==> src/source/core_pkg.sv <==
package core_pkg;

    // raw instruction and field types
    typedef logic [31:0] instr_t;
    typedef logic [6:0]  opcode_t;
    typedef logic [4:0]  arf_id_t;   // architectural register index
    typedef logic [2:0]  funct3_t;
    typedef logic [31:0] imm_t;      // always sign-extended to xlen

    localparam int ROB_TAG_WIDTH = 5;
    typedef logic [ROB_TAG_WIDTH-1:0] rob_tag_t;

    // memory access size, taken straight from funct3[1:0]
    typedef enum logic [1:0] {
        BYTE     = 2'b00,
        HALFWORD = 2'b01,
        WORD     = 2'b10,
        ERROR    = 2'b11
    } req_width_t;

    // major opcodes, rv32i base set
    localparam opcode_t OP_OPCODE     = 7'b0110011;
    localparam opcode_t OP_IMM_OPCODE = 7'b0010011;
    localparam opcode_t LD_OPCODE     = 7'b0000011;
    localparam opcode_t ST_OPCODE     = 7'b0100011;
    localparam opcode_t BR_OPCODE     = 7'b1100011;
    localparam opcode_t LUI_OPCODE    = 7'b0110111;
    localparam opcode_t AUIPC_OPCODE  = 7'b0010111;
    localparam opcode_t JAL_OPCODE    = 7'b1101111;
    localparam opcode_t JALR_OPCODE   = 7'b1100111;

    // add/sub share funct3, split by funct7[5]
    localparam funct3_t SUB_FUNCT3 = 3'b000;
    // srl/sra and srli/srai, split by funct7[5]
    localparam funct3_t SRA_FUNCT3 = 3'b101;

endpackage
==> src/source/uop_if.sv <==
`timescale 1ns/1ps

interface uop_if;

    logic                 valid;       // one-cycle strobe
    core_pkg::arf_id_t    rs1;
    core_pkg::arf_id_t    rs2;
    core_pkg::arf_id_t    rd;
    logic                 rs1_valid;   // operand exists
    logic                 rs2_valid;
    logic                 rd_valid;
    core_pkg::funct3_t    funct3;
    core_pkg::imm_t       imm;
    logic                 is_r_type;
    logic                 is_i_type;
    logic                 is_s_type;
    logic                 is_b_type;
    logic                 is_u_type;
    logic                 is_j_type;
    logic                 is_sub;
    logic                 is_sra_srai;
    logic                 is_lui;
    logic                 is_jalr;
    logic                 is_ls_instr;
    core_pkg::req_width_t ls_width;
    logic                 ld_sign;
    logic                 illegal;     // opcode outside the supported set

    modport producer (
        output valid, rs1, rs2, rd, rs1_valid, rs2_valid, rd_valid, funct3, imm,
               is_r_type, is_i_type, is_s_type, is_b_type, is_u_type, is_j_type,
               is_sub, is_sra_srai, is_lui, is_jalr, is_ls_instr, ls_width, ld_sign,
               illegal
    );

    modport consumer (
        input valid, rs1, rs2, rd, rs1_valid, rs2_valid, rd_valid, funct3, imm,
              is_r_type, is_i_type, is_s_type, is_b_type, is_u_type, is_j_type,
              is_sub, is_sra_srai, is_lui, is_jalr, is_ls_instr, ls_width, ld_sign,
              illegal
    );

endinterface

==> src/source/decode_top.sv <==
`timescale 1ns/1ps

module decode_top (
    input  logic                 clk,
    input  logic                 rst,
    input  logic                 instr_valid,
    input  core_pkg::instr_t     instr,
    // integer path
    output logic                 int_valid,
    output core_pkg::rob_tag_t   int_tag,
    output core_pkg::arf_id_t    rs1,
    output core_pkg::arf_id_t    rs2,
    output core_pkg::arf_id_t    rd,
    output logic                 rs1_valid,
    output logic                 rs2_valid,
    output logic                 rd_valid,
    output core_pkg::funct3_t    funct3,
    output core_pkg::imm_t       imm,
    output logic                 is_r_type,
    output logic                 is_i_type,
    output logic                 is_s_type,
    output logic                 is_b_type,
    output logic                 is_u_type,
    output logic                 is_j_type,
    output logic                 is_sub,
    output logic                 is_sra_srai,
    output logic                 is_lui,
    output logic                 is_jalr,
    // load/store path, operands and imm shared with the integer path
    output logic                 ls_valid,
    output core_pkg::rob_tag_t   ls_tag,
    output core_pkg::req_width_t ls_width,
    output logic                 ld_sign,
    output logic                 illegal_valid
);

    uop_if u_uop ();

    decode_stage u_decode_stage (
        .clk         (clk),
        .rst         (rst),
        .instr_valid (instr_valid),
        .instr       (instr),
        .uop         (u_uop.producer)
    );

    dispatch_router u_dispatch_router (
        .clk           (clk),
        .rst           (rst),
        .uop           (u_uop.consumer),
        .int_valid     (int_valid),
        .int_tag       (int_tag),
        .ls_valid      (ls_valid),
        .ls_tag        (ls_tag),
        .illegal_valid (illegal_valid),
        .rs1           (rs1),
        .rs2           (rs2),
        .rd            (rd),
        .rs1_valid     (rs1_valid),
        .rs2_valid     (rs2_valid),
        .rd_valid      (rd_valid),
        .funct3        (funct3),
        .imm           (imm),
        .is_r_type     (is_r_type),
        .is_i_type     (is_i_type),
        .is_s_type     (is_s_type),
        .is_b_type     (is_b_type),
        .is_u_type     (is_u_type),
        .is_j_type     (is_j_type),
        .is_sub        (is_sub),
        .is_sra_srai   (is_sra_srai),
        .is_lui        (is_lui),
        .is_jalr       (is_jalr),
        .ls_width      (ls_width),
        .ld_sign       (ld_sign)
    );

endmodule

==> src/source/dispatch_router.sv <==
`timescale 1ns/1ps

module dispatch_router (
    input  logic                 clk,
    input  logic                 rst,
    uop_if.consumer              uop,
    output logic                 int_valid,
    output core_pkg::rob_tag_t   int_tag,
    output logic                 ls_valid,
    output core_pkg::rob_tag_t   ls_tag,
    output logic                 illegal_valid,
    output core_pkg::arf_id_t    rs1,
    output core_pkg::arf_id_t    rs2,
    output core_pkg::arf_id_t    rd,
    output logic                 rs1_valid,
    output logic                 rs2_valid,
    output logic                 rd_valid,
    output core_pkg::funct3_t    funct3,
    output core_pkg::imm_t       imm,
    output logic                 is_r_type,
    output logic                 is_i_type,
    output logic                 is_s_type,
    output logic                 is_b_type,
    output logic                 is_u_type,
    output logic                 is_j_type,
    output logic                 is_sub,
    output logic                 is_sra_srai,
    output logic                 is_lui,
    output logic                 is_jalr,
    output core_pkg::req_width_t ls_width,
    output logic                 ld_sign
);

    core_pkg::rob_tag_t tag_cnt;   // next tag to hand out
    core_pkg::rob_tag_t out_tag;
    logic               legal;

    assign legal = uop.valid & ~uop.illegal;

    always_ff @(posedge clk) begin
        if (rst) begin
            int_valid     <= 1'b0;
            ls_valid      <= 1'b0;
            illegal_valid <= 1'b0;
            tag_cnt       <= '0;
        end else begin
            int_valid     <= legal & ~uop.is_ls_instr;
            ls_valid      <= legal & uop.is_ls_instr;
            illegal_valid <= uop.valid & uop.illegal;
            if (legal) begin
                tag_cnt <= tag_cnt + core_pkg::rob_tag_t'(1);   // wraps after 31
            end
        end
    end

    always_ff @(posedge clk) begin
        if (legal) begin
            out_tag <= tag_cnt;
        end
        if (uop.valid) begin
            rs1         <= uop.rs1;
            rs2         <= uop.rs2;
            rd          <= uop.rd;
            rs1_valid   <= uop.rs1_valid;
            rs2_valid   <= uop.rs2_valid;
            rd_valid    <= uop.rd_valid;
            funct3      <= uop.funct3;
            imm         <= uop.imm;
            is_r_type   <= uop.is_r_type;
            is_i_type   <= uop.is_i_type;
            is_s_type   <= uop.is_s_type;
            is_b_type   <= uop.is_b_type;
            is_u_type   <= uop.is_u_type;
            is_j_type   <= uop.is_j_type;
            is_sub      <= uop.is_sub;
            is_sra_srai <= uop.is_sra_srai;
            is_lui      <= uop.is_lui;
            is_jalr     <= uop.is_jalr;
            ls_width    <= uop.ls_width;
            ld_sign     <= uop.ld_sign;
        end
    end

    // only one path is valid per cycle, so both share the tag register
    assign int_tag = out_tag;
    assign ls_tag  = out_tag;

endmodule

==> src/source/decode_stage.sv <==
`timescale 1ns/1ps

module decode_stage (
    input  logic             clk,
    input  logic             rst,
    input  logic             instr_valid,
    input  core_pkg::instr_t instr,
    uop_if.producer          uop
);

    core_pkg::arf_id_t    d_rs1;
    core_pkg::arf_id_t    d_rs2;
    core_pkg::arf_id_t    d_rd;
    logic                 d_rs1_valid;
    logic                 d_rs2_valid;
    logic                 d_rd_valid;
    core_pkg::funct3_t    d_funct3;
    core_pkg::imm_t       d_imm;
    logic [5:0]           d_type;      // r, i, s, b, u, j
    logic                 d_is_sub;
    logic                 d_is_sra_srai;
    logic                 d_is_lui;
    logic                 d_is_jalr;
    logic                 d_is_ls_instr;
    core_pkg::req_width_t d_ls_width;
    logic                 d_ld_sign;
    logic                 d_illegal;

    decode u_decode (
        .instr       (instr),
        .rs1         (d_rs1),
        .rs2         (d_rs2),
        .rd          (d_rd),
        .rs1_valid   (d_rs1_valid),
        .rs2_valid   (d_rs2_valid),
        .rd_valid    (d_rd_valid),
        .funct3      (d_funct3),
        .imm         (d_imm),
        .is_r_type   (d_type[5]),
        .is_i_type   (d_type[4]),
        .is_s_type   (d_type[3]),
        .is_b_type   (d_type[2]),
        .is_u_type   (d_type[1]),
        .is_j_type   (d_type[0]),
        .is_sub      (d_is_sub),
        .is_sra_srai (d_is_sra_srai),
        .is_lui      (d_is_lui),
        .is_jalr     (d_is_jalr),
        .is_ls_instr (d_is_ls_instr),
        .ls_width    (d_ls_width),
        .ld_sign     (d_ld_sign),
        .illegal     (d_illegal)
    );

    always_ff @(posedge clk) begin
        if (rst) begin
            uop.valid <= 1'b0;
        end else begin
            uop.valid <= instr_valid;
        end
    end

    // payload only moves on a strobe and holds otherwise
    always_ff @(posedge clk) begin
        if (instr_valid) begin
            uop.rs1         <= d_rs1;
            uop.rs2         <= d_rs2;
            uop.rd          <= d_rd;
            uop.rs1_valid   <= d_rs1_valid;
            uop.rs2_valid   <= d_rs2_valid;
            uop.rd_valid    <= d_rd_valid;
            uop.funct3      <= d_funct3;
            uop.imm         <= d_imm;
            uop.is_r_type   <= d_type[5];
            uop.is_i_type   <= d_type[4];
            uop.is_s_type   <= d_type[3];
            uop.is_b_type   <= d_type[2];
            uop.is_u_type   <= d_type[1];
            uop.is_j_type   <= d_type[0];
            uop.is_sub      <= d_is_sub;
            uop.is_sra_srai <= d_is_sra_srai;
            uop.is_lui      <= d_is_lui;
            uop.is_jalr     <= d_is_jalr;
            uop.is_ls_instr <= d_is_ls_instr;
            uop.ls_width    <= d_ls_width;
            uop.ld_sign     <= d_ld_sign;
            uop.illegal     <= d_illegal;
        end
    end

endmodule

==> src/source/decode.sv <==
`timescale 1ns/1ps

module decode (
    input  core_pkg::instr_t     instr,
    output core_pkg::arf_id_t    rs1,
    output core_pkg::arf_id_t    rs2,
    output core_pkg::arf_id_t    rd,
    output logic                 rs1_valid,   // valid here means the operand exists
    output logic                 rs2_valid,
    output logic                 rd_valid,
    output core_pkg::funct3_t    funct3,      // alu op or branch condition
    output core_pkg::imm_t       imm,
    output logic                 is_r_type,
    output logic                 is_i_type,
    output logic                 is_s_type,
    output logic                 is_b_type,
    output logic                 is_u_type,   // lui and auipc
    output logic                 is_j_type,   // jal only
    output logic                 is_sub,      // r type: 0 = add, 1 = sub
    output logic                 is_sra_srai, // right shift: 1 = arithmetic
    output logic                 is_lui,      // u type: 0 = auipc
    output logic                 is_jalr,
    output logic                 is_ls_instr,
    output core_pkg::req_width_t ls_width,
    output logic                 ld_sign,
    output logic                 illegal
);

    core_pkg::opcode_t opcode;
    logic              funct7_b5;

    logic is_op_opcode;
    logic is_op_imm_opcode;
    logic is_ld_opcode;
    logic is_st_opcode;
    logic is_jalr_opcode;
    logic is_lui_opcode;
    logic is_auipc_opcode;

    assign opcode    = instr[6:0];
    assign funct7_b5 = instr[30];

    assign rd     = instr[11:7];
    assign funct3 = instr[14:12];
    assign rs1    = instr[19:15];
    assign rs2    = instr[24:20];

    // opcode match against the base set
    assign is_op_opcode     = (opcode == core_pkg::OP_OPCODE);
    assign is_op_imm_opcode = (opcode == core_pkg::OP_IMM_OPCODE);
    assign is_ld_opcode     = (opcode == core_pkg::LD_OPCODE);
    assign is_st_opcode     = (opcode == core_pkg::ST_OPCODE);
    assign is_jalr_opcode   = (opcode == core_pkg::JALR_OPCODE);
    assign is_lui_opcode    = (opcode == core_pkg::LUI_OPCODE);
    assign is_auipc_opcode  = (opcode == core_pkg::AUIPC_OPCODE);

    assign is_r_type = is_op_opcode;
    assign is_i_type = is_op_imm_opcode | is_ld_opcode | is_jalr_opcode;
    assign is_s_type = is_st_opcode;
    assign is_b_type = (opcode == core_pkg::BR_OPCODE);
    assign is_u_type = is_lui_opcode | is_auipc_opcode;
    assign is_j_type = (opcode == core_pkg::JAL_OPCODE);

    // fence, system, csr and anything unknown land here
    assign illegal = ~(is_r_type | is_i_type | is_s_type | is_b_type | is_u_type | is_j_type);

    // operand presence per format
    assign rs1_valid = is_r_type | is_i_type | is_s_type | is_b_type;
    assign rs2_valid = is_r_type | is_s_type | is_b_type;
    assign rd_valid  = is_r_type | is_i_type | is_u_type | is_j_type;

    imm_gen u_imm_gen (
        .instr     (instr),
        .is_i_type (is_i_type),
        .is_s_type (is_s_type),
        .is_b_type (is_b_type),
        .is_u_type (is_u_type),
        .is_j_type (is_j_type),
        .imm       (imm)
    );

    assign is_sub = is_op_opcode & (funct3 == core_pkg::SUB_FUNCT3) & funct7_b5;

    // srai keeps funct7[5] in the same spot as sra, so one check covers both
    assign is_sra_srai = (is_op_opcode | is_op_imm_opcode)
                       & (funct3 == core_pkg::SRA_FUNCT3) & funct7_b5;

    assign is_lui      = is_lui_opcode;
    assign is_jalr     = is_jalr_opcode;
    assign is_ls_instr = is_ld_opcode | is_st_opcode;

    assign ls_width = core_pkg::req_width_t'(funct3[1:0]);
    assign ld_sign  = funct3[2];   // set for lbu/lhu, zero-extending loads

endmodule

==> src/source/imm_gen.sv <==
`timescale 1ns/1ps

module imm_gen (
    input  core_pkg::instr_t instr,
    input  logic             is_i_type,
    input  logic             is_s_type,
    input  logic             is_b_type,
    input  logic             is_u_type,
    input  logic             is_j_type,
    output core_pkg::imm_t   imm
);

    core_pkg::imm_t i_imm;
    core_pkg::imm_t s_imm;
    core_pkg::imm_t b_imm;
    core_pkg::imm_t u_imm;
    core_pkg::imm_t j_imm;

    // sign bit is instr[31] in every format
    assign i_imm = {{20{instr[31]}}, instr[31:20]};
    assign s_imm = {{20{instr[31]}}, instr[31:25], instr[11:7]};
    assign b_imm = {{19{instr[31]}}, instr[31], instr[7], instr[30:25], instr[11:8], 1'b0};
    assign u_imm = {instr[31:12], 12'b0};   // upper 20 bits, low bits zero
    assign j_imm = {{11{instr[31]}}, instr[31], instr[19:12], instr[20],
                    instr[30:21], 1'b0};

    // one-hot and-or select, nothing set gives zero (r type, illegal)
    assign imm = ({32{is_i_type}} & i_imm)
               | ({32{is_s_type}} & s_imm)
               | ({32{is_b_type}} & b_imm)
               | ({32{is_u_type}} & u_imm)
               | ({32{is_j_type}} & j_imm);

endmodule

==> config.mk <==
export PLATFORM = sky130hd
export DESIGN_NAME = decode_top
export DESIGN_NICKNAME = d
export VERILOG_FILES = /design/src/source/core_pkg.sv /design/src/source/uop_if.sv /design/src/source/decode_top.sv /design/src/source/dispatch_router.sv /design/src/source/decode_stage.sv /design/src/source/decode.sv /design/src/source/imm_gen.sv
export SDC_FILE = /design/constraint.sdc
export NUM_CORES = 1
export LEC_CHECK = 0
export BUFFER_PORTS_ARGS = -buffer_cell sky130_fd_sc_hd__buf_2
export CORE_ASPECT_RATIO = 2
export CORE_MARGIN = 2
export CORE_UTILIZATION = 48
export CTS_CLUSTER_DIAMETER = 80
export CTS_CLUSTER_SIZE = 12
export DETAILED_ROUTE_END_ITERATION = 10
export PLACE_DENSITY = 0.86
export SYNTH_ARGS = -nofsm -noshare
export SYNTH_HDL_FRONTEND = slang
export SYNTH_SLANG_ARGS = --single-unit
export TNS_END_PERCENT = 10
==> constraint.sdc <==
create_clock -name clk -period 2.95 [get_ports clk]
set_input_delay 0.295 -clock clk [delete_from_list [all_inputs] [get_ports clk]]
set_output_delay 0.295 -clock clk [all_outputs]
set_load 0.02 [all_outputs]
==> impl_results.md <==
- Peak Freq: 594 MHz
- Power per cell area: ~760 nW/um^2
- Final WL: 9290 microns
- Num ports: 114
- Critical Path AT: 1.98 ns
- Crit Path Category: flip-flop to flip-flop
- Syn_area_per_cell: between 15 and 20 sq um
- Adder-Cell Fraction of Synth Area: less than 1%
- Post-route DRC: 0
- First-pass GRT wire length: 13,800 microns
- WL met2: 5110 microns
- Largest delay share family, worst path: simple AND/OR/NAND/NOR gates
- Yosys reg bits: 142
- Crit. Startpoint: u_decode_stage.uop.illegal$_DFFE_PP_
- Crit path max fanout: 12
- Vias in the first global route: 2,714
- Clk slew on worst S/H paths: 0.06 ns
- Rel. slew slack: 38.9%
- Worst slew pin tran: 0.893 ns
- Post-synthesis compound-gate area fraction: under 10%
- Core Rows: 52
- Clock sinks: 142
- Sequential fraction of the synthesis area: 83.8%
- Area share of the largest cell type after synthesis: around 80%
- Die height: 148 microns
- Depth of the worst hold-timing path: 1
- Diodes inserted: 0
- Reg2Reg Setup Slack: around 1.3 ns
- CP max stage delay: slightly above 0.7 ns
- DR top layer: met4
- Total die area: 11,300 sq um
- Crit path capture type: flip-flop
- R2r startpoint: u_decode_stage.uop.illegal$_DFFE_PP_
- Post-Synth XOR/XNOR Area: 0.703%
- Cell count after synthesis: 261
- Slowest cell on the critical path: nor2b_1
- ANT nets after route: 0
- Number of enable flip-flop cells after synthesis: 133
- Hold_buf cts: 0
- Detailed Place HPWL: about 6500 microns
- Wire per inst: 17.7 microns
- Clock skew: ~0.0040 ns
- Count leader, synth: edfxtp_1
- Min-delay worst type: input pin to flip-flop
- Final core utilization: 61.6%
- Post-synth cell types: 42
- Post-CTS Setup Inserts: 0
- Vias per inst: 5.09
- Synth warn: 0
- Max cap viols: 0
- Layout cells sized above 1: a little under two fifths
- Hold Vio Cnt, Final: 0
- Clock Latency Late Sink: approximately 0.40 ns
- Logic depth of the worst setup path including buffers: 4
- Top cells by count, synth: 133 x edfxtp_1, 20 x a21o_1, 12 x nor2_1
- Final-report setup violation count: 0
- Async set-reset flop share out of synthesis: 0%
- Nets: roughly 420
- Worst EP required: roughly 3.2 ns
- H-tree depth: 4
- Main combinational cell family by area after synthesis: simple AND/OR/NAND/NOR gates
- Gr usage total: 16.7%
- CP bufs+invs: 0
- Simple-gate share of the synthesized area: about 6.6%
- Largest net degree at the start of global routing: 65
- Via count: about 2,700
- Reg-to-Reg End: u_dispatch_router.tag_cnt[3]$_SDFFE_PP0P_
- Met3 WL post-DR: 494 microns
- Multi-input gate area: 681 sq um
- Clk buf depth: 2
- Antenna violations before repair: 0
- Fin crit period: 1.68 ns
- Filler cell count in the final layout: 739
- Leakage: 2.47 nW
- Chip Width: 76.1 microns
- Ys flop type: edfxtp_1
- Detailed Route Iter0 Violations: roughly 170
- RSZ-0062 raised after global routing: false
- Cell accounting for the most synthesized area: edfxtp_1
- Aggregate global routing overflow: 0
- Buffers on Ports: 113
- Seq. cell area: 4180 sq um
- Initial core utilization: 49.4%
- Layout area overhead: 24.7%
- Peak supply drop: around 0.46 mV
- # resized after CTS: 0
- Clock Root Buffer: clkbuf_16
- Worst path cell trace: nor2b_1 > nand4_1 > xor2_1 > nor2_1
- Fin crit share: a little under three fifths
- DRT Pass-1 Iters: 4
- Critical Path Source Type: flip-flop
- Synth top area cells: edfxtp_1 80%, dfxtp_1 3.6%, a21o_1 3.0%
- GP Congestion: between 0.8 and 0.9
- Fin. max-slew vios: 0
- M1 wire length: between 3000 and 4000 microns
- Depth of the most critical reg-to-reg path: 4
- TritonCTS Buffers: 17
- CTS tree: done
- CP endpoint: u_dispatch_router.tag_cnt[3]$_SDFFE_PP0P_
- Core Region: 10,100 sq um
- Post-synthesis cell area: 4980 sq um
- Status: complete, no violations
- Final TNS setup: 0 ns
- Mux cell area share after synthesis: 0.201%
- Net Count, Synth: 297
[power by group]
| part | internal [W] | switching (W) |
|---|---|---|
| combinational | 0.0000819 | 0.000196 |
| sequential | 0.00235 | 0.0000365 |
| clock | 0.00131 | 0.000736 |
[routing by layer]
metal | GRT usage [%] | vias up
met5 | 0 | -
met4 | 10.2 | 0
met3 | 5.16 | 23
met2 | 29.4 | 124
met1 | 17.3 | 1298
li1 | - | 1233
[placed cells by master (no fill, tap or decap), types with 4 or more instances in the layout]
cell type / Yosys / routed
nor2b_1: 9 / 9
a21o_1: 20 / 20
inv_1: 5 / 5
clkinvlp_4: 0 / 4
clkbuf_16: 0 / 17
a22o_1: 5 / 5
edfxtp_1: 133 / 133
nor2_1: 12 / 12
dfxtp_1: 9 / 8
buf_2: 4 / 113
nor3_1: 5 / 5
nand2_1: 5 / 5
[stage by stage]
stage / setup WS [ns] / instance area, sq um / power, W / hold WS [ns] / instances
floorplan: 0.196 / 4980 / 0.00257 / 0.394 / 261
detailed placement: 0.991 / 5640 / 0.00270 / 0.405 / 495
CTS: 1.26 / 6220 / 0.00474 / 0.0632 / 526
global placement: 1.12 / 5640 / 0.00269 / 0.401 / 495
global route: 1.15 / 6220 / 0.00484 / 0.0588 / 526
finish: 1.27 / 6220 / 0.00471 / 0.0784 / 526
[worst min-delay path by stage]
stage / from / endpoint / slack (ns)
floorplan: instr[13] / u_decode_stage.uop.funct3[1]$_DFFE_PP_ / 0.39
global placement: u_decode_stage.uop.rs1[1]$_DFFE_PP_ / u_dispatch_router.rs1[1]$_DFFE_PP_ / 0.40
detailed placement: u_decode_stage.uop.imm[3]$_DFFE_PP_ / u_dispatch_router.imm[3]$_DFFE_PP_ / 0.40
CTS: instr[18] / u_decode_stage.uop.rs1[3]$_DFFE_PP_ / 0.06
global route: instr[18] / u_decode_stage.uop.rs1[3]$_DFFE_PP_ / 0.06
finish: instr[18] / u_decode_stage.uop.rs1[3]$_DFFE_PP_ / 0.08
[worst reg2reg max path, stage by stage, from the launching register on]
cell      delay [ns]
edfxtp_1        0.40
nor2b_1         0.72
nand4_1         0.20
xor2_1          0.20
nor2_1          0.05
[registers in the layout, indices dropped and copies added, names as in the netlist, 5 cells and up]
register / flops
u_decode_stage.uop.imm: 32
u_decode_stage.uop.rs1: 5
u_dispatch_router.rs2: 5
u_dispatch_router.imm: 32
u_dispatch_router.int_tag: 5
u_dispatch_router.tag_cnt: 5
u_decode_stage.uop.rd: 5
u_dispatch_router.rs1: 5
u_dispatch_router.rd: 5
u_decode_stage.uop.rs2: 5
[layout make-up]
class                      count  area share (%)
clock inverter                12            2.36
multi-input combinational     98            11.0
clock buffer                  19            6.96
sequential                   142            67.2
timing repair buffer         115            9.54
inverter                       5           0.302
tap                          135            2.72
[cells by family (layout without fill, tap and decap cells)]
kind of cell,Yosys count,after routing
adder cells (fa/ha/maj),1,1
XOR/XNOR,4,4
flip-flops,142,142
AO/OA/AOI/OAI,37,37
buffers and inverters,21,151
AND/OR/NAND/NOR,55,55
multiplexers,1,1
Power figures use the tool's default switching activity.
